File: src/sprdma_pkg.sv
package sprdma_pkg;

	// beam and bus widths
	typedef logic [8:0] hpos_t;
	typedef logic [10:0] vpos_t;      // low 10 bits compared
	typedef logic [20:1] chip_addr_t; // chip ram word address
	typedef logic [15:0] word_t;
	typedef logic [8:1] reg_addr_t;   // custom register word address
	typedef logic [2:0] sprite_t;

	// beam timing, in clk cycles and lines
	localparam int H_TOTAL = 227;
	localparam int V_TOTAL = 313;
	localparam int VBL_LINES = 25;

	// sprite slot window, against hpos[8:1]
	localparam logic [7:0] SPR_WIN_START = 8'h18;
	localparam logic [7:0] SPR_WIN_STOP = 8'h38;

	localparam int N_SPRITES = 8;

	// register map
	localparam logic [8:0] SPRPT_BASE = 9'h120;     // pth, ptl per sprite
	localparam logic [8:0] SPRPOSCTL_BASE = 9'h140; // pos, ctl, data, datb per sprite
	localparam reg_addr_t REG_NONE = 8'hff;         // idle register bus

	// word select within a sprite's pos/ctl block
	localparam logic [1:0] SEL_POS = 2'b00;
	localparam logic [1:0] SEL_CTL = 2'b01;
	localparam logic [1:0] SEL_DATA = 2'b10;
	localparam logic [1:0] SEL_DATB = 2'b11;

	// chip ram size, upper pointer bits wrap
	localparam int RAM_WORDS_LOG2 = 12;

	// register address of one word in a sprite's pos/ctl/data block
	function automatic reg_addr_t sprposctl_addr(input sprite_t spr, input logic [1:0] sel);
		reg_addr_t addr;
		addr = {SPRPOSCTL_BASE[8:6], spr, sel};
		return addr;
	endfunction

	// register address of a sprite pointer word, hi = 1 for bits 20:16
	function automatic reg_addr_t sprpt_addr(input sprite_t spr, input logic hi);
		reg_addr_t addr;
		addr = {SPRPT_BASE[8:5], spr, ~hi};
		return addr;
	endfunction

	// vertical compare, bit 9 only counts with ecs
	function automatic logic vmatch(input logic [9:0] v, input vpos_t pos, input logic ecs);
		logic hit;
		hit = ({ecs & v[9], v[8:0]} == pos[9:0]);
		return hit;
	endfunction

endpackage
File: src/beam_counter.sv
`timescale 1ns/1ps

module beam_counter
(
	input logic clk,
	input logic rst_n,
	output sprdma_pkg::hpos_t hpos,
	output sprdma_pkg::vpos_t vpos,
	output logic vbl,
	output logic vblend
);

	logic line_end;
	logic frame_end;

	assign line_end = (hpos == sprdma_pkg::hpos_t'(sprdma_pkg::H_TOTAL - 1));
	assign frame_end = (vpos == sprdma_pkg::vpos_t'(sprdma_pkg::V_TOTAL - 1));

	// horizontal position, one step per clk
	always_ff @(posedge clk or negedge rst_n)
	begin
		if (!rst_n)
			hpos <= '0;
		else if (line_end)
			hpos <= '0;
		else
			hpos <= hpos + 1'b1;
	end

	// vertical position steps on line wrap
	always_ff @(posedge clk or negedge rst_n)
	begin
		if (!rst_n)
			vpos <= '0;
		else if (line_end)
		begin
			if (frame_end)
				vpos <= '0;
			else
				vpos <= vpos + 1'b1;
		end
	end

	assign vbl = (vpos < sprdma_pkg::vpos_t'(sprdma_pkg::VBL_LINES));
	assign vblend = (vpos == sprdma_pkg::vpos_t'(sprdma_pkg::VBL_LINES - 1)); // last blank line

endmodule

File: config.mk
export PLATFORM = sky130hd
export DESIGN_NAME = beam_counter
export DESIGN_NICKNAME = d
export VERILOG_FILES = /design/src/sprdma_pkg.sv /design/src/beam_counter.sv
export SDC_FILE = /design/constraint.sdc
export NUM_CORES = 1
export LEC_CHECK = 0
export ABC_AREA = 0
export CAP_MARGIN = 30
export CORE_ASPECT_RATIO = 1.75
export CORE_MARGIN = 4
export CORE_UTILIZATION = 45
export CTS_CLUSTER_SIZE = 14
export DETAILED_ROUTE_END_ITERATION = 10
export DONT_BUFFER_PORTS = 1
export SYNTH_ARGS = -nofsm -noshare
export SYNTH_HDL_FRONTEND = slang
export SYNTH_SLANG_ARGS = --single-unit
File: constraint.sdc
create_clock -name clk -period 1.8 [get_ports clk]
set_clock_uncertainty 0.15 [all_clocks]
set_input_delay 0.36 -clock clk [delete_from_list [all_inputs] [get_ports clk]]
set_output_delay 0.36 -clock clk [all_outputs]
set_load 0.01 [all_outputs]
* Word level (Yosys, flattened, before mapping)
Index checks and enable logic that the tools add are counted.
** Operators by class
- $add $sub $neg :: 2
- Multiply operators :: 0
- Divide/modulo/power cells :: 0
- Order comparisons :: 1
- Equal/unequal tests :: 3
- Shift operators :: 0
- Mux-type cells :: 2
- Bitwise logic cells :: 0
- Reductions and logical operators :: 0
** Operator list (number)
- $add A11 B1 Y11 const B :: 1
- $eq A11 B5 Y1 const B :: 1
- $eq A11 B9 Y1 const B :: 1
- $lt A11 B5 Y1 const B :: 1
- $mux W11 :: 1
- $add A9 B1 Y9 const B :: 1
- $eq A9 B8 Y1 const B :: 1
- $mux W9 :: 1
** Word-level totals
- Bits in registers :: 20
- Bits in latches :: 0
- Memory bits (writable) :: 0
- Bits in read-only memories :: 0
- Bits of input ports :: 2
- Output and inout port bits :: 22
- Memories :: 0

* Logic depth before layout (Yosys ltp)
- Word-level depth :: 2
- Mapped depth :: 7
- Mapped depth without buffers :: 6

* Least setup slack after synthesis
No wires, ideal clock.
- Kind :: reg-to-reg
- Start :: reg hpos[0]
- End :: reg vpos[3]
- Setup time :: 0.081 ns
- Data arrival time :: 1.640 ns
- Required time :: 1.569 ns
- Slack :: -0.071 ns
- Stages on the path, launching flop included :: 8
- Clock period less this slack :: 1.871 ns
- Path through :: dfrtp_1 inv_1 ha_1 or4b_4 nor4_4 buf_6 a21oi_2 a31oi_2
** On the way
- Cells in the longest elaborated chain, start to end :: 1
** RTL lines
- start, declared :: line beam_counter.sv:7 : output sprdma_pkg::hpos_t hpos,
- start signal, assigned :: line beam_counter.sv:27 : hpos <= hpos + 1'b1;
- $eq A9 B8 Y1 :: line beam_counter.sv:16 : assign line_end = (hpos == sprdma_pkg::hpos_t'(sprdma_pkg::H_TOTAL - 1));
- end signal, assigned :: line beam_counter.sv:40 : vpos <= vpos + 1'b1;
- end, declared :: line beam_counter.sv:8 : output sprdma_pkg::vpos_t vpos,
No other way between the ends.
A chain may end at the register's enable or synchronous reset.

* Worst setup path in the final report
- Start :: reg hpos[0]
- End :: reg vpos[7]
Same word-level chain as after synthesis.

==> run metrics <==
vias in the first global route approximately 1.0k; io pins 24; post-synthesis cell count 109; Synth-to-Final Area Change 37.4%; Final Worst Setup Slack -0.265 ns; top cells by area, synth dfrtp_1, ha_1, nand3_1, xnor2_1, o21ai_0; first-pass GRT wire length around 5 mm; pwr dens 503 nW/um^2; max incr delay on CP slightly below 0.5 ns; outcome finished, violations left; first-pass iteration count of the detailed router 4; Placed Instances between 150 and 200; TritonCTS clock tree done; CTS Sinks 20; design area 1490 sq um; Synth cell types 33; YS warnings 0; ANT cells 0; clock-pin slew on the worst setup and hold paths 0.07 ns; max-slew violations 0; largest net degree at the start of global routing 21; Final HPWL DP between 2 and 2.5 mm; RSZ-0062 raised after global routing yes; Setup-failing EPs final 16; crit path max fanout 4; initial core utilization a little under half; DR vias ~970; max_slew headroom about two fifths; Crit Path Class reg2reg; most common cell after layout, fill and taps aside buf_4; critical path arrival ~2.1 ns; Placement Cell Area approximately 1300 sq um; Die Y between 70 and 80 microns; DIE AREA around 3300 sq um; Max VDD drop between 0.4 and 0.5 mV; post-synthesis sequential area ratio 46.2%; fmax slightly below 500 MHz; Setup crit end kind flip-flop; Row Count 23; fillers around 200; DRT antenna net count 0; max-cap violation count 0; WL/cell 18.6 microns; CTS Buf Count 3; violated checks negative setup slack; final hold vios 0; Buf/Inv on CP 1; Core Region roughly 2300 sq um; register bit total from synthesis 20; min-delay worst type reg2reg; maximum clock path buffer count 2; CP max stage cell or4b_4; Req. time, crit path between 1.5 and 2 ns; syn nets between 100 and 150; total gr overflow 0; H-Tree Level Count 1; Cell Chain, Critical Path inv_1, ha_2, or4b_4, nor4_4, nand4_1, xnor2_1; final net count around 150; mapped cell area between 1000 and 1500 sq um; detailed router's first-iteration violation count 21; CP Launch Type flip-flop; top cell type's share of synthesized area 46.2%; Syn Area/Cell 9.94 sq um; Die Wd 45.1 microns; delay-heaviest family, CP simple AND/OR/NAND/NOR gates; minimum clock period about 2.1 ns; vias per inst approximately 5.9; Least-Margin Pin Slew just over 0.9 ns; Worst-Skew Late Latency approximately 0.25 ns; commonest non-fill, non-tap cells in the layout buf_4, dfrtp_1, nand3_1, nand2_1, nor2_1; initial antenna violation count 0; fin cells approximately 170; share of cells above drive strength 1 between 40% and 50%; Routed Wire Length slightly above 3 mm; Residual DRC 0; Leak 0.691 nW; port bufs 0; r2r setup slk -0.27 ns; Yosys top cell by area dfrtp_1; Final period util 115%; gpl congestion 0.809; Root Driver clkbuf_8; GRT Overall Usage around a fifth
-- registers in the layout (all words and copies together), names as in the netlist --
signal / cells
hpos: 9
vpos: 11
-- synthesized netlist by cell type (all sizes together) --
library cell / number
a21oi: 2
a31oi: 4
a41oi: 2
and3: 4
and3b: 1
and4bb: 1
buf: 2
clkbuf: 2
dfrtp: 20
ha: 4
inv: 6
nand2: 9
nand3: 10
nand3b: 1
nand4: 5
nor2: 8
nor2b: 1
nor3b: 1
nor4: 3
nor4b: 1
o211ai: 1
o21ai: 7
or2: 1
or3: 2
or4b: 2
xnor2: 5
xor2: 4
-- where the power goes --
group / leakage, nW / switching (W) / internal, W
Sequential: 0.265 / 0 / 0.000449
Clock: 0.0216 / 0.000141 / 0.000149
Combinational: 0.404 / 0.00000857 / 0.00000145
-- final cells by class --
| class | instances | area (sq um) | share of cell area [%] |
|---|---|---|---|
| clock buffers | 3 | 41.3 | 2.77 |
| inverters | 6 | 22.5 | 1.51 |
| multi-input cells | 79 | 647 | 43.4 |
| repair buffers | 32 | 246 | 16.6 |
| well taps | 25 | 31.3 | 2.10 |
| flip-flops and latches | 20 | 500 | 33.6 |
-- stage by stage --
stage | utilization [%] | hold WS (ns) | worst slack [ns] | setup TNS [ns] | total power [W]
floorplan | - | -0.0856 | -0.0700 | -0.277 | 0.000458
global placement | 55.1 | -0.0851 | -0.0573 | -0.224 | 0.000458
detailed placement | 55.1 | -0.0850 | -0.150 | -0.833 | 0.000458
CTS | 60.7 | 0.415 | -0.172 | -1.08 | 0.000761
global route | 64.7 | 0.468 | -0.314 | -3.23 | 0.000777
finish | 64.7 | 0.435 | -0.265 | -2.14 | 0.000749
-- path summary, 6_finish.rpt --
| path | from | cells past startpoint | to |
|---|---|---|---|
| max | hpos[0] | 6 | vpos[7] |
| min | hpos[1] | 2 | hpos[1] |
| max reg2reg | hpos[0] | 6 | vpos[7] |
| min reg2reg | hpos[1] | 2 | hpos[1] |
| max in group asynchronous | rst_n | 1 | hpos[1] |
| min in group asynchronous | rst_n | 1 | vpos[7] |
-- tightest hold or removal path, cell delays in order, from the launching register on --
cell,delay (ns)
dfrtp_1,0.36
ha_2,0.15
nor2_1,0.04
-- timing repair --
action / in CTS / in global routing
endpoints found under the setup margin: 13 / 19
setup buffers: 3 / 4
pin swaps: 4 / 7
hold endpoints to repair: 20 / 0
hold buffers: 1 / 0
resized for setup: 14 / 16
-- routing by layer --
metal | global-route usage [%] | vias to the layer above | routed length, microns | share of wire, %
met5 | 0 | - | 0 | 0
met4 | 8.47 | 0 | 138 | 4.5
met2 | 36.8 | 32 | 1740 | 57
met3 | 3.70 | 12 | 146 | 4.8
met1 | 22.0 | 469 | 1050 | 34
li1 | - | 455 | - | -
-- kinds of logic (layout without fill, tap and decap cells) --
logic type                 Yosys count  count (layout)  share of synthesized area [%]
adders and majority gates            4               4                           4.62
buffers and inverters               10              41                           4.50
DFF                                 20              20                           46.2
xor gates and xnor gates             9               9                           7.27
and+or+nand+nor                     50              50                           27.7
AOI/OAI and AO/OA                   16              16                           9.70
No activity file was read; power rests on OpenSTA's default activity.
