[src/sprdma_pkg.sv]
package sprdma_pkg;

	// beam and bus widths
	typedef logic [8:0] hpos_t;
	typedef logic [10:0] vpos_t;      // low 10 bits compared
	typedef logic [20:1] chip_addr_t; // chip ram word address
	typedef logic [15:0] word_t;
	typedef logic [8:1] reg_addr_t;   // custom register word address
	typedef logic [2:0] sprite_t;

	// beam timing, in clk cycles and lines
	localparam int H_TOTAL = 227;
	localparam int V_TOTAL = 313;
	localparam int VBL_LINES = 25;

	// sprite slot window, against hpos[8:1]
	localparam logic [7:0] SPR_WIN_START = 8'h18;
	localparam logic [7:0] SPR_WIN_STOP = 8'h38;

	localparam int N_SPRITES = 8;

	// register map
	localparam logic [8:0] SPRPT_BASE = 9'h120;     // pth, ptl per sprite
	localparam logic [8:0] SPRPOSCTL_BASE = 9'h140; // pos, ctl, data, datb per sprite
	localparam reg_addr_t REG_NONE = 8'hff;         // idle register bus

	// word select within a sprite's pos/ctl block
	localparam logic [1:0] SEL_POS = 2'b00;
	localparam logic [1:0] SEL_CTL = 2'b01;
	localparam logic [1:0] SEL_DATA = 2'b10;
	localparam logic [1:0] SEL_DATB = 2'b11;

	// chip ram size, upper pointer bits wrap
	localparam int RAM_WORDS_LOG2 = 12;

	// register address of one word in a sprite's pos/ctl/data block
	function automatic reg_addr_t sprposctl_addr(input sprite_t spr, input logic [1:0] sel);
		reg_addr_t addr;
		addr = {SPRPOSCTL_BASE[8:6], spr, sel};
		return addr;
	endfunction

	// register address of a sprite pointer word, hi = 1 for bits 20:16
	function automatic reg_addr_t sprpt_addr(input sprite_t spr, input logic hi);
		reg_addr_t addr;
		addr = {SPRPT_BASE[8:5], spr, ~hi};
		return addr;
	endfunction

	// vertical compare, bit 9 only counts with ecs
	function automatic logic vmatch(input logic [9:0] v, input vpos_t pos, input logic ecs);
		logic hit;
		hit = ({ecs & v[9], v[8:0]} == pos[9:0]);
		return hit;
	endfunction

endpackage
[src/sprdma_engine.sv]
`timescale 1ns/1ps

module sprdma_engine
(
	input logic clk,
	input logic rst_n,
	input logic ecs,
	input sprdma_pkg::hpos_t hpos,
	input sprdma_pkg::vpos_t vpos,
	input logic vbl,
	input logic vblend,
	output logic dma_req,
	input logic dma_ack,
	output sprdma_pkg::reg_addr_t dma_reg_address,
	output sprdma_pkg::chip_addr_t dma_address,
	input sprdma_pkg::reg_addr_t reg_address,
	input sprdma_pkg::word_t reg_data
);

	// per-sprite registers
	sprdma_pkg::chip_addr_t sprpt [sprdma_pkg::N_SPRITES];
	logic [7:0] sprpos [sprdma_pkg::N_SPRITES];  // vstart 7:0
	logic [11:0] sprctl [sprdma_pkg::N_SPRITES]; // vstop 7:0, vstart9, vstop9, vstart8, vstop8

	// per-sprite beam state
	logic [sprdma_pkg::N_SPRITES-1:0] dma_active;
	logic [sprdma_pkg::N_SPRITES-1:0] vstop_hit;

	sprdma_pkg::sprite_t sprite; // sprite owning the current slot pair
	sprdma_pkg::sprite_t pt_sel;
	sprdma_pkg::sprite_t pc_sel;
	logic enable;
	logic pt_wr;
	logic pc_wr;
	logic [9:0] vstart;
	logic [9:0] vstop;
	logic start_match;
	logic stop_match;
	logic slot;
	logic [1:0] word_sel;

	// register bus decode
	assign pt_wr = (reg_address[8:5] == sprdma_pkg::SPRPT_BASE[8:5]);
	assign pt_sel = reg_address[4:2];
	assign pc_wr = (reg_address[8:6] == sprdma_pkg::SPRPOSCTL_BASE[8:6]);
	assign pc_sel = reg_address[5:3];

	// pointers, dma increment wins over a bus write
	always_ff @(posedge clk)
	begin
		if (dma_ack)
			sprpt[sprite] <= dma_address + 1'b1;
		else if (pt_wr && !reg_address[1])
			sprpt[pt_sel][20:16] <= reg_data[4:0]; // high word
		else if (pt_wr)
			sprpt[pt_sel][15:1] <= reg_data[15:1];
	end

	assign dma_address = sprpt[sprite];

	// snooped pos/ctl copies
	always_ff @(posedge clk)
	begin
		if (pc_wr && reg_address[2:1] == sprdma_pkg::SEL_POS)
			sprpos[pc_sel] <= reg_data[15:8];
		if (pc_wr && reg_address[2:1] == sprdma_pkg::SEL_CTL)
			sprctl[pc_sel] <= {reg_data[15:8], reg_data[6], reg_data[5],
				reg_data[2], reg_data[1]};
	end

	assign vstart = {sprctl[sprite][3], sprctl[sprite][1], sprpos[sprite]};
	assign vstop = {sprctl[sprite][2], sprctl[sprite][0], sprctl[sprite][11:4]};
	assign start_match = sprdma_pkg::vmatch(vstart, vpos, ecs);
	assign stop_match = sprdma_pkg::vmatch(vstop, vpos, ecs);

	// vertical state, once per sprite group at hpos 010
	always_ff @(posedge clk or negedge rst_n)
	begin
		if (!rst_n)
		begin
			dma_active <= '0;
			vstop_hit <= '0;
		end
		else if (hpos[2:0] == 3'b010)
		begin
			if (vbl || stop_match)
				dma_active[sprite] <= 1'b0;
			else if (start_match)
				dma_active[sprite] <= 1'b1;
			vstop_hit[sprite] <= stop_match;
		end
	end

	// slot window
	always_ff @(posedge clk or negedge rst_n)
	begin
		if (!rst_n)
			enable <= 1'b0;
		else if (hpos[8:1] == sprdma_pkg::SPR_WIN_START && hpos[0])
			enable <= 1'b1;
		else if (hpos[8:1] == sprdma_pkg::SPR_WIN_STOP && hpos[0])
			enable <= 1'b0;
	end

	// sprite order 0..7 across the window
	always_ff @(posedge clk or negedge rst_n)
	begin
		if (!rst_n)
			sprite <= '0;
		else if (hpos[2:0] == 3'b001)
			sprite <= {hpos[5] ^ hpos[4], ~hpos[4], hpos[3]};
	end

	assign slot = enable && (hpos[1:0] == 2'b01);

	always_comb
	begin
		dma_req = 1'b0;
		word_sel = hpos[2] ? sprdma_pkg::SEL_POS : sprdma_pkg::SEL_CTL;
		dma_reg_address = sprdma_pkg::REG_NONE;
		if (slot)
		begin
			if (vblend || (vstop_hit[sprite] && !vbl))
			begin
				dma_req = 1'b1; // next pos/ctl pair
				dma_reg_address = sprdma_pkg::sprposctl_addr(sprite, word_sel);
			end
			else if (dma_active[sprite])
			begin
				dma_req = 1'b1;
				word_sel = hpos[2] ? sprdma_pkg::SEL_DATA : sprdma_pkg::SEL_DATB;
				dma_reg_address = sprdma_pkg::sprposctl_addr(sprite, word_sel);
			end
		end
	end

endmodule

[config.mk]
export PLATFORM = sky130hd
export DESIGN_NAME = sprdma_engine
export DESIGN_NICKNAME = d
export VERILOG_FILES = /design/src/sprdma_pkg.sv /design/src/sprdma_engine.sv
export SDC_FILE = /design/constraint.sdc
export NUM_CORES = 1
export LEC_CHECK = 0
export ABC_AREA = 1
export BUFFER_PORTS_ARGS = -buffer_cell sky130_fd_sc_hd__buf_2
export CORE_MARGIN = 1
export CORE_UTILIZATION = 34
export CTS_CLUSTER_DIAMETER = 80
export CTS_CLUSTER_SIZE = 14
export DETAILED_ROUTE_END_ITERATION = 10
export PLACE_DENSITY = 0.58
export SYNTH_ARGS = -nofsm -noshare
export SYNTH_HDL_FRONTEND = slang
export SYNTH_SLANG_ARGS = --single-unit
[constraint.sdc]
create_clock -name clk -period 4.7 [get_ports clk]
set_input_delay 0.47 -clock clk [delete_from_list [all_inputs] [get_ports clk]]
set_output_delay 0.47 -clock clk [all_outputs]
set_load 0.01 [all_outputs]
# After elaboration in Yosys (flattened, before gate mapping)
# Memories as Yosys holds them, arrays and structs flattened.
# Cells that the tools add are included.
# classes
n_addsub,1
n_lt_le_gt_ge,2
eq_ne,10
mux,35
bitwise,7
n_reduce_logical,17
# ops
op,n
$mux 1,23
$mux 7,3
$add 20x1->20 const B,1
$eq 10x10->1,2
$mux 20,1
$reduce_or 20->1,1
$mux 8,2
$and 8x8->8,1
$bwmux 8,1
$eq 8x5->1 const B,1
$eq 8x6->1 const B,1
$logic_and 1x1->1,8
$not 8->8,1
$or 8x8->8,1
$bmux 1 s3,2
$eq 2x1->1 const B,2
$eq 4x4->1 const B,1
$lt 3x4->1 const B,1
$reduce_bool 2->1,2
$demux 1 s3,1
$eq 3x1->1 const B,1
$eq 3x2->1 const B,1
$eq 3x3->1 const B,1
$ge 3x1->1 const B,1
9 further kinds,12
# totals
ff_bits,20
ram_bits,320
inputBits,50
out_inout_bits,29
word_cells,79
n_memories,3
# memory_table
name,words,word_bits,read_ports,rd_clocked_by_memory_dff,write_ports,line_no,text
sprpt,8,20,1,0,1,sprdma_engine.sv:21,sprdma_pkg::chip_addr_t sprpt [sprdma_pkg::N_SPRITES];
sprctl,8,12,1,0,1,sprdma_engine.sv:23,logic [11:0] sprctl [sprdma_pkg::N_SPRITES];
sprpos,8,8,1,0,1,sprdma_engine.sv:22,logic [7:0] sprpos [sprdma_pkg::N_SPRITES];

# Depth between registers and ports, before layout
# depth
word_depth,7
mapped_depth,19
mapped_depth_nobuf,17

# Worst setup path before layout
# No wires, ideal clock.
# synth_path
path_type,input to register
start,in reg_address[7]
end,mem sprpt[2][0] in the netlist's numbering (enable)
setup_time_ns,0.386
arrival_time_ns,2.253
required_ns,4.314
slack_ns,2.061
stages,10
n_path_buf,0
cell_sequence,inv_1 nor2_1 inv_1 nor3_1 nand2_1 o21ai_0 inv_1 nor2_1 nand2_1 nor2_1
# synth_between
elab_chain_cells,7
# synth_lines
element,line_no,text
from (decl),sprdma_engine.sv:16,"input sprdma_pkg::reg_addr_t reg_address,"
$eq 4x4->1 *,sprdma_engine.sv:43,assign pt_wr = (reg_address[8:5] == sprdma_pkg::SPRPT_BASE[8:5]);
$mux 1 / $logic_and 1x1->1 (equally long branches),"sprdma_engine.sv:55, sprdma_engine.sv:53",
$mux 1,sprdma_engine.sv:53,else if (pt_wr && !reg_address[1])
$mux 1,sprdma_engine.sv:51,if (dma_ack)
"$mux 1, on equally long branches","sprdma_engine.sv:56, sprdma_engine.sv:54",
$reduce_or 20->1 (no line),n/a,
$mux 3 (no line) / $mux 2 (equally long branches),n/a,
to (decl),sprdma_engine.sv:21,
# Mark *: on every way between the ends. The rest lies on a longest branch, timed or not.

# Worst setup path in the final report
# layout_path
start,reg sprite[2]
end,out dma_reg_address[4]
# layout_between
elab_chain_cells,6
# layout_lines
element,line_no,text
from (decl),sprdma_engine.sv:29,sprdma_pkg::sprite_t sprite;
from (signal assigned),sprdma_engine.sv:111,"sprite <= {hpos[5] ^ hpos[4], ~hpos[4], hpos[3]};"
$bmux 1 s3,sprdma_engine.sv:123,if (vblend || (vstop_hit[sprite] && !vbl))
$mux 1 (implied by the code),sprdma_engine.sv:123,
$logic_and 1x1->1,sprdma_engine.sv:123,
$logic_or 1x1->1,sprdma_engine.sv:123,
$mux 7 *,sprdma_engine.sv:123,
$mux 7 *,sprdma_engine.sv:121,if (slot)
to (decl),sprdma_engine.sv:14,"output sprdma_pkg::reg_addr_t dma_reg_address,"
# Mark *: on every way between the ends. The rest lies on a longest branch, timed or not. The select of a mux whose other input is x is not followed.

==> impl_metrics.yaml <==
route:
  wl_per_cell_um: 17.9
  via_count: 10481
  drc: 0
  via_per_inst: 4.76
  drtIter0Drc: 910
  first_pass_iters: 5
  totalWireLength_um: 39300
  ant_nets: 0
critical_path:
  cp_slowest_stage_delay_ns: 0.74
  cp.required_ns: 4.23
  r2r_end: "sprpt[1][8]"
  cp-startpoint: "sprite[2]"
  crit_slowest_cell: "dfrtp_1"
  crit_top_cell: "inv_1"
  reg2reg_depth: 11
  worstPathArrival_ns: 3.30
  crit_family: "buffers and inverters"
  end_kind: "output port"
  crit_fanout: 18
  ff2ff_setup_slack_ns: 1.08
  cp-start-kind: "flop"
  timing.critical_path.buf_inv: 5
  worstSetupPathType: "reg -> out"
  cp_cell_sequence: "inv_4 -> nand2_2 -> nor2_2 -> buf_4 -> inv_1 -> o22ai_1 -> a221oi_1 -> nand3_1 -> o21ai_0 -> inv_1 -> nand2_1 -> buf_2"
  r2r-start: "sprite[2]"
power:
  p_sw_share_pct: 30.0
  p_int_w: 0.00517
  clockPowerShare_pct: 29.0
  p_comb_share_pct: 20.8
  switchingPower_w: 0.00222
  seqPwrFrac_pct: 50.1
  ir_drop_uv: 283
  p_leak_nw: 6.82
  powerDensity_mw_per_mm2: 433
cells_and_area:
  fin_area_mm2: 0.0171
  drive_gt1_share_pct: 11.1
  layout_commonest_cell: "nand2_1"
  synthToLayoutAreaGrowth_pct: 11.2
  nNetsFinal: 1647
  final_cell_mix: "648 x nand2_1, 320 x edfxtp_1, 114 x nor2_1, 91 x inv_1, 75 x buf_2"
timing:
  finClkSkew_ns: 0.0108
  hold_viol: 0
  tightest_slew_ns: 0.970
  min_period_over_period_pct: 80.2
  relSlewSlack_pct: 35.3
  maxSlewViolCount: 0
  rsz0062_at_grt: "no"
  final.min_clock_period_ns: 3.77
  fmax_ghz: 0.265
  worst_slack_ns: 0.929
  final.setup.tns_ns: 0
  setup_violations: 0
logic_synthesis:
  synth-seq-area-share_pct: 65.9
  yosysTopAreaCell: "edfxtp_1"
  synthArstFlopShare_pct: 5.88
  synth_compound_area_share_pct: 4.79
  yosysUniqueCellTypes: 44
  synthCells: 1517
  synth_seq_cells: 340
  syn_avg_cell_area_um2: 10.1
  synth-simple-area-share_pct: 23.4
  synth-main-ff-cell: "edfxtp_1"
  yosysWarningCount: 0
  synthXorXnorAreaFrac_pct: 0.628
  yosys-top-cells-area: "edfxtp_1 63%, nand2_1 16%, dfrtp_1 3.3%"
  synth_area_mm2: 0.0153
  synth_top_family_by_area: "simple AND/OR/NAND/NOR gates"
  synth_fa_ha_area_share_pct: 0.0816
  synth_top_area_share_pct: 62.6
  synth_edf_count: 320
  muxShareOfSynthArea_pct: 0
clock_tree:
  root_buffer: "clkbuf_16"
  cts_setup_buffers: 0
  ctsResizeCount: 0
  clk_pin_slew_worst_paths_ns: 0.07
  clock_sinks: 340
  numCtsBuffers: 28
  worstSkewPairLatency_ns: 0.56
  cts_tree: "done"
  clockBufferDepth: 3
  htree_levels: 1
global_route:
  grt_pass1_vias: 9870
  grt_overflow_total: 0
  grt_use_total_pct: 17.1
  grt_pass1_wl_um: 60100
  antenna_found_initial: 2
  grt_max_degree: 115
floorplanning:
  dieHeight_um: 214
  ios: 79
  fp-row-count: 77
  core_area_mm2: 0.0443
  start_util_pct: 34.6
  dieWidth_um: 214
  dieArea_mm2: 0.0460
placement:
  dp_hpwl_um: 25300
  dp_slack_ns: 1.04
  port_buffers: 75
  placed_cell_area_mm2: 0.0163
  gp_congestion: 0.810
status:
  run_status: "completed"
worst_hold_path:
  hold_end: "enable"
  hold_class: "in -> reg"
  hold_path_depth: 2
  hold_start: "hpos[6]"
run:
  maxCapViolations: 0
[timing repair]
action,CTS,global route
endpoints found under the setup margin,0,0
hold buffers,1,0
hold endpoints to repair,20,0
[area by class of cell]
class,count,area [µm²]
Inverter,98,380
Multi-Input combinational cell,1025,4440
Clock buffer,40,767
Antenna cell,1,2.50
Sequential cell,340,10100
Fill cell,4356,27300
Clock inverter,1,11.3
Timing Repair Buffer,103,601
Tap cell,592,741
[stage by stage]
step / utilization, % / cells / power, W / hold WS [ns]
2_1_floorplan: - / 1518 / 0.00482 / 0.174
5_1_grt: 38.5 / 2199 / 0.00774 / 0.133
6_report: 38.5 / 2200 / 0.00739 / 0.132
3_3_place_gp: 36.7 / 2157 / 0.00530 / 0.455
3_5_place_dp: 36.7 / 2157 / 0.00533 / 0.459
4_1_cts: 38.5 / 2199 / 0.00745 / 0.121
[kinds of logic after synthesis]
kind of cell | count (synthesis)
AO/OA/AOI/OAI | 135
buffers and inverters | 153
XOR/XNOR | 11
AND/OR/NAND/NOR | 876
other | 1
flip-flops | 340
adder cells (fa/ha/maj) | 1
[sequential cells by signal, summed over array words and instances, names as in the netlist, named ones only]
register,count
sprpt,160
sprctl,96
sprpos,64
vstop_hit,8
sprite,3
enable,1
[per-layer routing]
metal  up-vias  part of all wire, %  global-route usage [%]
li1       5175                    -                       -
met1      5018                   44                    22.8
met2       233                   49                    29.2
met3        55                  4.3                    2.10
met4         0                  2.2                    4.83
met5         -                    0                       0
[cells in the mapped netlist (all sizes together) (2+ instances only)]
cell / n
o21ai: 58
clkbuf: 4
or2: 4
a22oi: 6
a21oi: 56
dfrtp: 20
xor2: 9
nand3: 55
nand2: 660
nor3: 10
nor2: 130
nand4: 10
o211ai: 4
buf: 51
nand3b: 6
inv: 97
edfxtp: 320
a221oi: 3
xnor2: 2
a21boi: 2
a22o: 3
[how the worst max path moves through the flow]
stage	cells after the start	to	slack (ns)
after floorplan	10	sprpt[2][0]	2.06
after global placement	11	sprpt[1][8]	1.14
after detailed placement	13	sprpt[2][4]	1.04
after CTS	12	dma_reg_address[4]	0.87
after global routing	12	dma_reg_address[4]	0.64
final	12	dma_reg_address[4]	0.93
[worst register-to-register path, cell delays in order (launching register included)]
cell	delay (ns)
dfrtp_1	0.98
nand2_4	0.29
nor2_4	0.38
a22o_1	0.21
nor2_1	0.05
nand2_2	0.13
ha_1	0.20
nand2_1	0.13
nor2_4	0.14
nand2_1	0.09
xor2_1	0.15
o21ai_0	0.59
[power by group through the flow]
stage	Clock (W)	Sequential, W	Combinational [W]
floorplan	0	0.00373	0.00109
global placement	0	0.00377	0.00153
detailed placement	0	0.00377	0.00156
CTS	0.00219	0.00370	0.00156
global route	0.00229	0.00372	0.00173
finish	0.00214	0.00370	0.00154
(Power assumes the default switching activity.)
