--- config.mk ---
export PLATFORM = sky130hd
export DESIGN_NAME = chip_bus_arbiter
export DESIGN_NICKNAME = d
export VERILOG_FILES = /design/src/sprdma_pkg.sv /design/src/chip_bus_arbiter.sv
export SDC_FILE = /design/constraint.sdc
export NUM_CORES = 1
export LEC_CHECK = 0
export BUFFER_PORTS_ARGS = -buffer_cell sky130_fd_sc_hd__buf_2
export CORE_ASPECT_RATIO = 0.6
export CORE_MARGIN = 5
export CORE_UTILIZATION = 26
export DETAILED_ROUTE_END_ITERATION = 6
export PLACE_DENSITY = 0.81
export SYNTH_ARGS = -nofsm -noshare
export SYNTH_HDL_FRONTEND = slang
export SYNTH_SLANG_ARGS = --single-unit
--- constraint.sdc ---
create_clock -name clk -period 2 [get_ports clk]
set_clock_uncertainty 0.2 [all_clocks]
set_input_delay 0.4 -clock clk [delete_from_list [all_inputs] [get_ports clk]]
set_output_delay 0.4 -clock clk [all_outputs]
set_load 0.005 [all_outputs]
--- src/sprdma_pkg.sv ---
package sprdma_pkg;

	// beam and bus widths
	typedef logic [8:0] hpos_t;
	typedef logic [10:0] vpos_t;      // low 10 bits compared
	typedef logic [20:1] chip_addr_t; // chip ram word address
	typedef logic [15:0] word_t;
	typedef logic [8:1] reg_addr_t;   // custom register word address
	typedef logic [2:0] sprite_t;

	// beam timing, in clk cycles and lines
	localparam int H_TOTAL = 227;
	localparam int V_TOTAL = 313;
	localparam int VBL_LINES = 25;

	// sprite slot window, against hpos[8:1]
	localparam logic [7:0] SPR_WIN_START = 8'h18;
	localparam logic [7:0] SPR_WIN_STOP = 8'h38;

	localparam int N_SPRITES = 8;

	// register map
	localparam logic [8:0] SPRPT_BASE = 9'h120;     // pth, ptl per sprite
	localparam logic [8:0] SPRPOSCTL_BASE = 9'h140; // pos, ctl, data, datb per sprite
	localparam reg_addr_t REG_NONE = 8'hff;         // idle register bus

	// word select within a sprite's pos/ctl block
	localparam logic [1:0] SEL_POS = 2'b00;
	localparam logic [1:0] SEL_CTL = 2'b01;
	localparam logic [1:0] SEL_DATA = 2'b10;
	localparam logic [1:0] SEL_DATB = 2'b11;

	// chip ram size, upper pointer bits wrap
	localparam int RAM_WORDS_LOG2 = 12;

	// register address of one word in a sprite's pos/ctl/data block
	function automatic reg_addr_t sprposctl_addr(input sprite_t spr, input logic [1:0] sel);
		reg_addr_t addr;
		addr = {SPRPOSCTL_BASE[8:6], spr, sel};
		return addr;
	endfunction

	// register address of a sprite pointer word, hi = 1 for bits 20:16
	function automatic reg_addr_t sprpt_addr(input sprite_t spr, input logic hi);
		reg_addr_t addr;
		addr = {SPRPT_BASE[8:5], spr, ~hi};
		return addr;
	endfunction

	// vertical compare, bit 9 only counts with ecs
	function automatic logic vmatch(input logic [9:0] v, input vpos_t pos, input logic ecs);
		logic hit;
		hit = ({ecs & v[9], v[8:0]} == pos[9:0]);
		return hit;
	endfunction

endpackage
--- src/chip_bus_arbiter.sv ---
`timescale 1ns/1ps

module chip_bus_arbiter
(
	input logic clk,
	input logic rst_n,
	input logic dma_req,
	output logic dma_ack,
	input sprdma_pkg::reg_addr_t dma_reg_address,
	input sprdma_pkg::chip_addr_t dma_address,
	input logic cpu_req,
	input logic cpu_we,
	input logic cpu_reg,
	input sprdma_pkg::chip_addr_t cpu_address,
	input sprdma_pkg::word_t cpu_wdata,
	output logic cpu_ack,
	output sprdma_pkg::word_t cpu_rdata,
	output sprdma_pkg::chip_addr_t ram_address,
	output logic ram_we,
	output sprdma_pkg::word_t ram_wdata,
	input sprdma_pkg::word_t ram_rdata,
	output logic reg_wr,
	output sprdma_pkg::reg_addr_t reg_address,
	output sprdma_pkg::word_t reg_data
);

	logic ack_q; // cpu acked last cycle

	// sprite dma always wins
	assign dma_ack = dma_req;
	assign cpu_ack = cpu_req && !dma_req && !ack_q;

	always_ff @(posedge clk or negedge rst_n)
	begin
		if (!rst_n)
			ack_q <= 1'b0;
		else
			ack_q <= cpu_ack;
	end

	assign ram_address = dma_ack ? dma_address : cpu_address;
	assign ram_we = cpu_ack && cpu_we && !cpu_reg;
	assign ram_wdata = cpu_wdata;
	assign cpu_rdata = ram_rdata; // valid in the ack cycle

	// custom register bus
	always_comb
	begin
		reg_wr = 1'b0;
		reg_address = sprdma_pkg::REG_NONE;
		reg_data = '0;
		if (dma_ack)
		begin
			reg_wr = 1'b1;
			reg_address = dma_reg_address;
			reg_data = ram_rdata;
		end
		else if (cpu_ack && cpu_we && cpu_reg)
		begin
			reg_wr = 1'b1;
			reg_address = cpu_address[8:1];
			reg_data = cpu_wdata;
		end
	end

endmodule

# Word-level counts from Yosys, hierarchy flattened
# Index checks and enable logic that the tools add are counted.
# Widths: inputs -> output; s select.
# op_classes
n_reduce_logical,8
mux,7
# ops
op,n
$mux 16,2
$mux 20,1
$mux 8,2
$logic_and 1x1->1,5
$logic_not 1->1,3
$mux 1,2
# totals
register_bits,1
elab_cells,16
output_inout_bits,80
inputBits,86

# Logic depth before layout (Yosys ltp)
# Gate-level depths: netlist of run 1.
# depth
depth_word,7
mapped_depth,4
depth_no_buf,2

# Least setup slack after synthesis of run 1
# No wires, ideal clock.
# synth_path
path_kind,input port to output port
from,input dma_req
to,output reg_data[10]
t_arrival_ns,1.174
path_stages,4
n_path_buf,2
path_slack_ns,0.226
path_cell_list,buf_6 > nor3b_4 > buf_6 > a32o_1
# synth_via
elab_chain_cells,7
# synth_rtl
item,line_no,text
from (decl),chip_bus_arbiter.sv:7,"input logic dma_req,"
$logic_not 1->1,chip_bus_arbiter.sv:31,assign cpu_ack = cpu_req && !dma_req && !ack_q;
$logic_and 1x1->1 (2 in series),chip_bus_arbiter.sv:31,
via cpu_ack,chip_bus_arbiter.sv:16,"output logic cpu_ack,"
$logic_and 1x1->1 (2 in series),chip_bus_arbiter.sv:58,else if (cpu_ack && cpu_we && cpu_reg)
$mux 16,chip_bus_arbiter.sv:58,
$mux 16,chip_bus_arbiter.sv:52,if (dma_ack)
to (decl),chip_bus_arbiter.sv:24,output sprdma_pkg::word_t reg_data
# The timed path passes the listed nets, and every way through them passes these cells.

# Worst setup path after layout of run 1
# layout_path
from,input dma_req
to,output reg_data[1]
# layout_via
elab_chain_cells,7
# layout_rtl
item,line_no
$logic_not 1->1,chip_bus_arbiter.sv:31
$logic_and 1x1->1 (2 in series),chip_bus_arbiter.sv:31
$logic_and 1x1->1 (2 in series),chip_bus_arbiter.sv:58
$mux 16,chip_bus_arbiter.sv:58
$mux 16 *,chip_bus_arbiter.sv:52
# Every way passes the cells marked *; elsewhere a longest branch is shown, timed or not.

==> impl_metrics.json, run 1 <==
{
  "cpMaxStageDelayCell": "nor3b_4",
  "ys_ff_latch": 1,
  "die_x_um": 85.41,
  "syn_area_per_cell_um2": 8.783,
  "p_clk_share_pct": 0,
  "grt_pass1_vias": 1184,
  "die_h_um": 55.25,
  "regMostFlops": "ack_q",
  "hold_viol": 0,
  "gp_congestion": 0.7883,
  "finalCritPeriodShare_pct": 94.08,
  "syn-num-nets": 187,
  "critPathLaunchType": "input pin",
  "netlist_area_um2": 887.1,
  "yosysUniqueCellTypes": 14,
  "start_util_pct": 27.19,
  "vias": 1244,
  "numPortBuffers": 165,
  "die_area_um2": 4718,
  "final_nets": 318,
  "max_slew.worst_pin.slew_ps": 369.0,
  "ant_nets": 0,
  "cellPowerDensity_nw_per_um2": 226.5,
  "drtPass1Iterations": 4,
  "setup_ws_ps": 118.4,
  "rsz0062_at_grt": "no",
  "synth.top_cell.area_share_pct": 27.93,
  "cts_setup_buffers": 0,
  "largest_reg_flops": 1,
  "drc_errors": 0,
  "intPower_w": 0.0002161,
  "cp_max_fo": 19,
  "combPwrFrac_pct": 93.5,
  "dp_cells": 274,
  "stdcell_count": 275,
  "setup_violations": 0,
  "p_leak_nw": 0.9078,
  "grt_max_degree": 26,
  "grt.total_usage_pct": 13.55,
  "hold_class": "reg2reg",
  "drtIter0Drc": 30,
  "syn-instance-count": 101,
  "status": "finished, final reports clean",
  "cp.required_ps": 1400,
  "wire_per_inst_um": 13.87,
  "critPathMaxStageDelay_ps": 230,
  "rows": 16,
  "worstPathArrival_ps": 1280,
  "fin_tns_setup_ps": 0,
  "drt_wl_total_um": 3815,
  "ir_worst_vdd_mv": 0.09867,
  "crit_buf_inv": 3,
  "avgViaCountPerCell": 4.524,
  "maxCapViolCount": 0,
  "slew_viol_final": 0,
  "final_layout_size_suffix_gt1_share_pct": 84.35,
  "slew_headroom_pct": 75.38,
  "power.switching_w": 0.0001343,
  "crit_family": "buffers and inverters",
  "crit_chain": "clkbuf_4, nor3b_4, buf_12, a32o_1, buf_2",
  "clk_pin_slew_ps": 0,
  "antenna_found_initial": 0,
  "ys_seq_area_share_pct": 2.821,
  "fin_crit_ps": 1882,
  "insertion_delay_ps": 0,
  "synth_area_leaders": "buf_4, mux2_2, a32o_1",
  "io_pins": 166,
  "swShare_pct": 38.33,
  "grt_remaining_overflow": 0,
  "yosysWarnings": 0,
  "grt_pass1_wl_um": 5623,
  "place_worst_setup_slack_ps": 68.78,
  "end_kind": "primary output",
  "max_freq_mhz": 531.5,
  "syn2layout_area_growth_pct": 74.33,
  "critical_path_class": "in2out",
  "diodes": 0,
  "power_frac_seq_pct": 6.5,
  "synth.largest_area_cell": "buf_4",
  "coreArea_um2": 3263,
  "largest_registers": "ack_q (1)",
  "dp_hpwl_um": 3414
}
timing repair:
action	in CTS	in global routing
endpoints found under the hold margin	1	0
setup endpoints to repair	0	3
hold buffers	1	0
gates resized for setup	0	2
per-stage QoR:
step | utilization [%] | cell area, µm² | hold slack (ps) | total power (W)
after detailed placement | 46.97 | 1533 | -24.84 | 0.0003507
after floorplan | - | 887.1 | -95.59 | 0.0001938
after global placement | 46.97 | 1533 | -25.82 | 0.0003469
after CTS | 47.28 | 1543 | 447.0 | 0.0003537
after global routing | 47.39 | 1546 | 465.5 | 0.0003812
final | 47.39 | 1546 | 443.7 | 0.0003503
routing by layer:
| metal | vias to the layer above | track usage [%] | wire length [µm] |
|---|---|---|---|
| met1 | 552 | 14.59 | 1307 |
| met3 | 2 | 3.269 | 510 |
| met5 | - | 0 | 0 |
| met2 | 80 | 27.54 | 1976 |
| li1 | 610 | - | - |
| met4 | 0 | 0.6772 | 21 |
kinds of logic (layout without fill, tap and decap cells):
| group | after synthesis | in the layout | synth area share (%) |
|---|---|---|---|
| mux | 28 | 28 | 34.42 |
| flops | 1 | 1 | 2.820 |
| compound gates | 24 | 24 | 22.57 |
| buf+inv | 43 | 172 | 34.56 |
| simple gates | 5 | 5 | 5.643 |
final cells by class:
cell class,instances,area (µm²)
fillers,325,1717
multi-input cells,57,556.8
flip-flops and latches,1,25.02
well taps,45,56.30
repair buffers,172,908.4
worst paths after layout:
kind / start / to / slack (ps) / depth (start not counted)
hold reg to reg: ack_q$_DFF_PN0_ / ack_q$_DFF_PN0_ / 440 / 2
min in group asynchronous: rst_n / ack_q$_DFF_PN0_ / 510 / 2
setup / recovery: dma_req / reg_data[1] / 120 / 5
hold / removal: ack_q$_DFF_PN0_ / ack_q$_DFF_PN0_ / 440 / 2
max in group asynchronous: rst_n / ack_q$_DFF_PN0_ / 1000 / 2
setup reg to reg: ack_q$_DFF_PN0_ / ack_q$_DFF_PN0_ / 920 / 2
synthesized netlist by cell type:
library cell  count
buf_2             5
dfrtp_1           1
and4b_1           1
or2_2             1
nor3b_4           1
mux2i_1           8
a32o_1           16
clkbuf_1          3
and3b_1           1
mux2_2           20
and2_1            1
buf_4            33
o21ai_0           8
buf_6             2
power groups by stage:
stage	sequential [W]	combinational (W)	clock, W
floorplan	0.0000227	0.000171	0
global route	0.0000231	0.000358	0
global placement	0.0000230	0.000324	0
finish	0.0000229	0.000327	0
detailed placement	0.0000230	0.000328	0
CTS	0.0000230	0.000331	0
tightest hold or removal path: cells and delay by family (launching register included):
kind                   cells  cell delay [ps]
flip-flops                 1              370
buffers and inverters      1              140
AND/OR/NAND/NOR            1               70
cells in the final DEF (no fill, tap or decap), drive strengths merged:
cell,instances
and3b,1
dfrtp,1
clkbuf,1
and2,1
mux2i,8
nor3b,1
or2,1
mux2,20
dlygate4sd3,1
o21ai,8
and4b,1
buf,170
a32o,16
No activity file was read; power rests on OpenSTA's default activity.
==> inputs of run 2 (changes only) <==
CORE_ASPECT_RATIO = 1.2   (was 0.6)
==> run 2 against run 1 <==
  * Sequential share of layout area is essentially flat
  * Critical path type unchanged
  * Total power shrank 0.15%
  * Combinational power is essentially flat
  * Flip-flop and latch count is the same
  * Cell count shrank 3.6%
  * Largest power group unchanged
  * Critical endpoint is now ram_address[9]
==> impl_metrics.json, run 2 (synthesis results as in run 1) <==
{
  "drtPass1Iterations": 4,
  "vias": 1289,
  "slew_headroom_pct": 80.19,
  "rsz0062_at_grt": "no",
  "antenna_found_initial": 0,
  "post-route-util_pct": 45.97,
  "final_nets": 316,
  "ir_worst_vdd_mv": 0.1229,
  "largest_registers": "ack_q (1)",
  "avgViaCountPerCell": 4.864,
  "hold_class": "reg2reg",
  "die_area_um2": 4685,
  "critical_path_class": "in2out",
  "finalCritPeriodShare_pct": 94.44,
  "grt_pass1_vias": 1301,
  "syn2layout_area_growth_pct": 71.51,
  "cpMaxStageDelayCell": "mux2_2",
  "intPower_w": 0.0002137,
  "die_x_um": 63.32,
  "status": "finished, final reports clean",
  "grt.total_usage_pct": 14.85,
  "swShare_pct": 38.92,
  "p_leak_nw": 0.8981,
  "final_common_cell": "buf_2",
  "combPwrFrac_pct": 93.5,
  "power.switching_w": 0.0001362,
  "io_pins": 166,
  "largest_reg_flops": 1,
  "maxCapViolCount": 0,
  "placed_area_um2": 1508,
  "final_cell_mix": "buf_2, mux2_2, a32o_1",
  "coreArea_um2": 3309,
  "critPathMaxStageDelay_ps": 350,
  "p_clk_share_pct": 0,
  "setup_violations": 0,
  "total_power_w": 0.0003498,
  "ant_nets": 0,
  "start_util_pct": 26.81,
  "grt_max_degree": 27,
  "drt_wl_total_um": 4038,
  "grt_remaining_overflow": 0,
  "fin_tns_setup_ps": 0,
  "clk_pin_slew_ps": 0,
  "hold_viol": 0,
  "max_slew.worst_pin.slew_ps": 296.9,
  "max_freq_mhz": 529.4,
  "crit_chain": "clkbuf_4, buf_12, mux2_2, buf_2",
  "design_area_um2": 1521,
  "diodes": 0,
  "cp_max_fo": 26,
  "stdcell_count": 265,
  "cellPowerDensity_nw_per_um2": 229.9,
  "cts_setup_buffers": 0,
  "crit_buf_inv": 3,
  "fin_crit_ps": 1889,
  "dp_cells": 264,
  "die_h_um": 73.99,
  "rows": 23,
  "critPathLaunchType": "input pin",
  "slew_viol_final": 0,
  "crit_family": "buffers and inverters",
  "power_frac_seq_pct": 6.5,
  "drtIter0Drc": 41,
  "numPortBuffers": 165,
  "end_kind": "primary output",
  "insertion_delay_ps": 0,
  "grt_pass1_wl_um": 5940,
  "gp_congestion": 0.6614,
  "cp.required_ps": 1400,
  "final_layout_size_suffix_gt1_share_pct": 84.21,
  "dp_hpwl_um": 3614,
  "drc_errors": 0,
  "regMostFlops": "ack_q",
  "wire_per_inst_um": 15.24,
  "worstPathArrival_ps": 1290
}
## run 2: stage by stage
stage	setup WS [ps]	hold slack (ps)
floorplan	226.1	-95.59
global placement	61.67	-24.46
detailed placement	51.20	-23.52
CTS	47.14	439.7
global route	40.81	450.8
finish	111.2	432.2
## run 2: worst paths after layout
path / startpoint / slack (ps) / cells after the start / endpoint
min in group asynchronous: rst_n / 510 / 2 / ack_q$_DFF_PN0_
min: ack_q$_DFF_PN0_ / 430 / 2 / ack_q$_DFF_PN0_
max in group asynchronous: rst_n / 1010 / 2 / ack_q$_DFF_PN0_
max: dma_req / 110 / 4 / ram_address[9]
max reg2reg: ack_q$_DFF_PN0_ / 930 / 2 / ack_q$_DFF_PN0_
min reg2reg: ack_q$_DFF_PN0_ / 430 / 2 / ack_q$_DFF_PN0_
## run 2: layer usage
layer	vias to the layer above	wire length (µm)	track usage [%]
met1	576	1303	15.25
met2	104	2098	29.91
met5	-	0	0
met4	0	29	1.386
li1	605	-	-
met3	4	607	4.985
## run 2: power by group through the flow
stage / Clock [W] / Sequential [W] / Combinational, W
floorplan: 0 / 0.0000227 / 0.000171
global placement: 0 / 0.0000229 / 0.000324
detailed placement: 0 / 0.0000229 / 0.000330
CTS: 0 / 0.0000229 / 0.000333
global route: 0 / 0.0000229 / 0.000361
finish: 0 / 0.0000228 / 0.000327
## run 2: timing repair
action / CTS / global route
hold buffers: 1 / 0
setup endpoints to repair: 0 / 9
resized for setup: 0 / 2
hold endpoints to repair: 1 / 0
## run 2: worst register-to-register path, cell delays in order, from the launching register on
cell     delay [ps]
dfrtp_1         380
nor3b_4         230
buf_12          170
## run 2: final cells by class
cell class                 count  area (µm²)
fill                         338        1788
timing repair buffer         170       893.4
multi-input combinational     57       556.8
tap                           37       46.29
sequential                     1       25.02
==> inputs of run 3 (changes only) <==
CORE_UTILIZATION = 28   (was 26)
PLACE_DENSITY = 0.86   (was 0.81)
clock period = 2.35 ns   (was 2 ns; I/O delays follow)
==> run 3 against run 2 <==
  * Register-to-register slack improved by 300 ps
  * Global-route usage rose by 0.80 points
  * Worst hold slack got worse by 390 ps
  * Flip-flop and latch count did not move
  * Die area fell by 6.1%
  * Total power fell by 16%
  * Sequential power fell by 14%
  * Cell count fell by 1.1%
  * Utilization rose by 2.7 points
  * Via count fell by 2.8%
  * Sequential share of layout area barely moved
  * Worst setup slack improved by 130 ps
  * Critical endpoint is now ram_address[11]
  * Largest cell class unchanged
  * Highest routed layer is now met3
==> impl_metrics.json, run 3 (synthesis results as in run 1) <==
{
  "status": "finished, final reports clean",
  "crit_buf_inv": 3,
  "dp_hpwl_um": 3600,
  "stdcell_count": 262,
  "rows": 22,
  "antenna_found_initial": 0,
  "power.switching_w": 0.0001160,
  "final_common_cell": "buf_2",
  "swShare_pct": 39.66,
  "cp_max_fo": 27,
  "met3_length_um": 689,
  "wl_met1_um": 1273,
  "grt_pass1_vias": 1192,
  "vias": 1253,
  "rsz0062_at_grt": "no",
  "combPwrFrac_pct": 93.3,
  "hold_class": "in2async",
  "crit_chain": "buf_2, buf_12, mux2_2, buf_2",
  "grt.total_usage_pct": 15.65,
  "drtPass1Iterations": 4,
  "top_layer": "met3",
  "critPathMaxStageDelay_ps": 340,
  "slew_headroom_pct": 60.46,
  "end_kind": "primary output",
  "grt_pass1_wl_um": 5554,
  "cp.required_ps": 1680,
  "p_clk_share_pct": 0,
  "drt_wl_total_um": 4078,
  "syn2layout_area_growth_pct": 67.56,
  "seq_area_um2": 25.02,
  "design_area_um2": 1486,
  "post_cts_resize_count": 0,
  "cts_setup_buffers": 0,
  "slew_viol_final": 0,
  "final_cell_mix": "buf_2, mux2_2, a32o_1",
  "multi_input_comb_area_um2": 555.5,
  "worstPathArrival_ps": 1440,
  "coreArea_um2": 3055,
  "wire_per_inst_um": 15.56,
  "die_h_um": 71.66,
  "crit_top_cell": "buf_2",
  "start_util_pct": 29.03,
  "maxCapViolCount": 0,
  "die_x_um": 61.38,
  "drc_errors": 0,
  "ant_nets": 0,
  "final_nets": 314,
  "regMostFlops": "ack_q",
  "die_area_um2": 4398,
  "io_pins": 166,
  "largest_reg_flops": 1,
  "grt_remaining_overflow": 0,
  "setup_violations": 0,
  "largest_registers": "ack_q (1)",
  "dp_cells": 262,
  "avgViaCountPerCell": 4.782,
  "critical_path_class": "in2out",
  "placed_area_um2": 1486,
  "finalCritPeriodShare_pct": 89.64,
  "max_slew.worst_pin.slew_ps": 593.1,
  "gp_congestion": 0.7235,
  "numPortBuffers": 165,
  "ctsHoldBuffers": 0,
  "clk_pin_slew_ps": 0,
  "grt_max_degree": 28,
  "cpMaxStageDelayCell": "mux2_2",
  "total_power_w": 0.0002926,
  "diodes": 0,
  "power_frac_seq_pct": 6.7,
  "wl_met2_um": 2115,
  "p_leak_nw": 0.8844,
  "hold_viol": 0,
  "drtIter0Drc": 25,
  "fin_tns_setup_ps": 0,
  "crit_family": "buffers and inverters",
  "intPower_w": 0.0001765,
  "ir_worst_vdd_mv": 0.1639,
  "fillerInstances": 312,
  "max_freq_mhz": 474.7,
  "cellPowerDensity_nw_per_um2": 196.8,
  "final_layout_size_suffix_gt1_share_pct": 84.07,
  "critPathLaunchType": "input pin",
  "insertion_delay_ps": 0,
  "fin_crit_ps": 2107
}
## run 3: layout make-up
cell class,count,share of cell area (%)
repair buffers,168,57.91
multi-input cells,57,37.37
well taps,36,3.030
flip-flops and latches,1,1.683
## run 3: layer usage
layer  up-vias  track usage (%)
li1        607                -
met1       552            16.84
met2        94            31.41
met3         0            3.063
met4         0           0.7075
met5         -                0
## run 3: path summary, 6_finish.rpt
| check | cells past startpoint | end | slack, ps | start |
|---|---|---|---|---|
| max | 4 | ram_address[11] | 240 | dma_req |
| min | 1 | ack_q$_DFF_PN0_ | 40 | rst_n |
| max reg2reg | 2 | ack_q$_DFF_PN0_ | 1230 | ack_q$_DFF_PN0_ |
| min reg2reg | 2 | ack_q$_DFF_PN0_ | 500 | ack_q$_DFF_PN0_ |
| max in group asynchronous | 1 | ack_q$_DFF_PN0_ | 1820 | rst_n |
| min in group clk | 2 | ack_q$_DFF_PN0_ | 500 | ack_q$_DFF_PN0_ |
## run 3: power groups by stage
stage	registers, W	logic (W)	clock network, W
4_1_cts	0.0000195	0.000278	0
3_5_place_dp	0.0000195	0.000277	0
3_3_place_gp	0.0000195	0.000272	0
6_report	0.0000195	0.000273	0
5_1_grt	0.0000196	0.000301	0
2_1_floorplan	0.0000193	0.000146	0
## run 3: through the flow
stage / util [%] / hold WS, ps / worst slack [ps]
5_1_grt: 48.65 / 51.22 / 184.3
3_3_place_gp: 48.65 / 44.39 / 238.8
4_1_cts: 48.65 / 44.95 / 238.9
6_report: 48.65 / 44.93 / 243.5
2_1_floorplan: - / -25.59 / 436.1
3_5_place_dp: 48.65 / 45.13 / 241.0
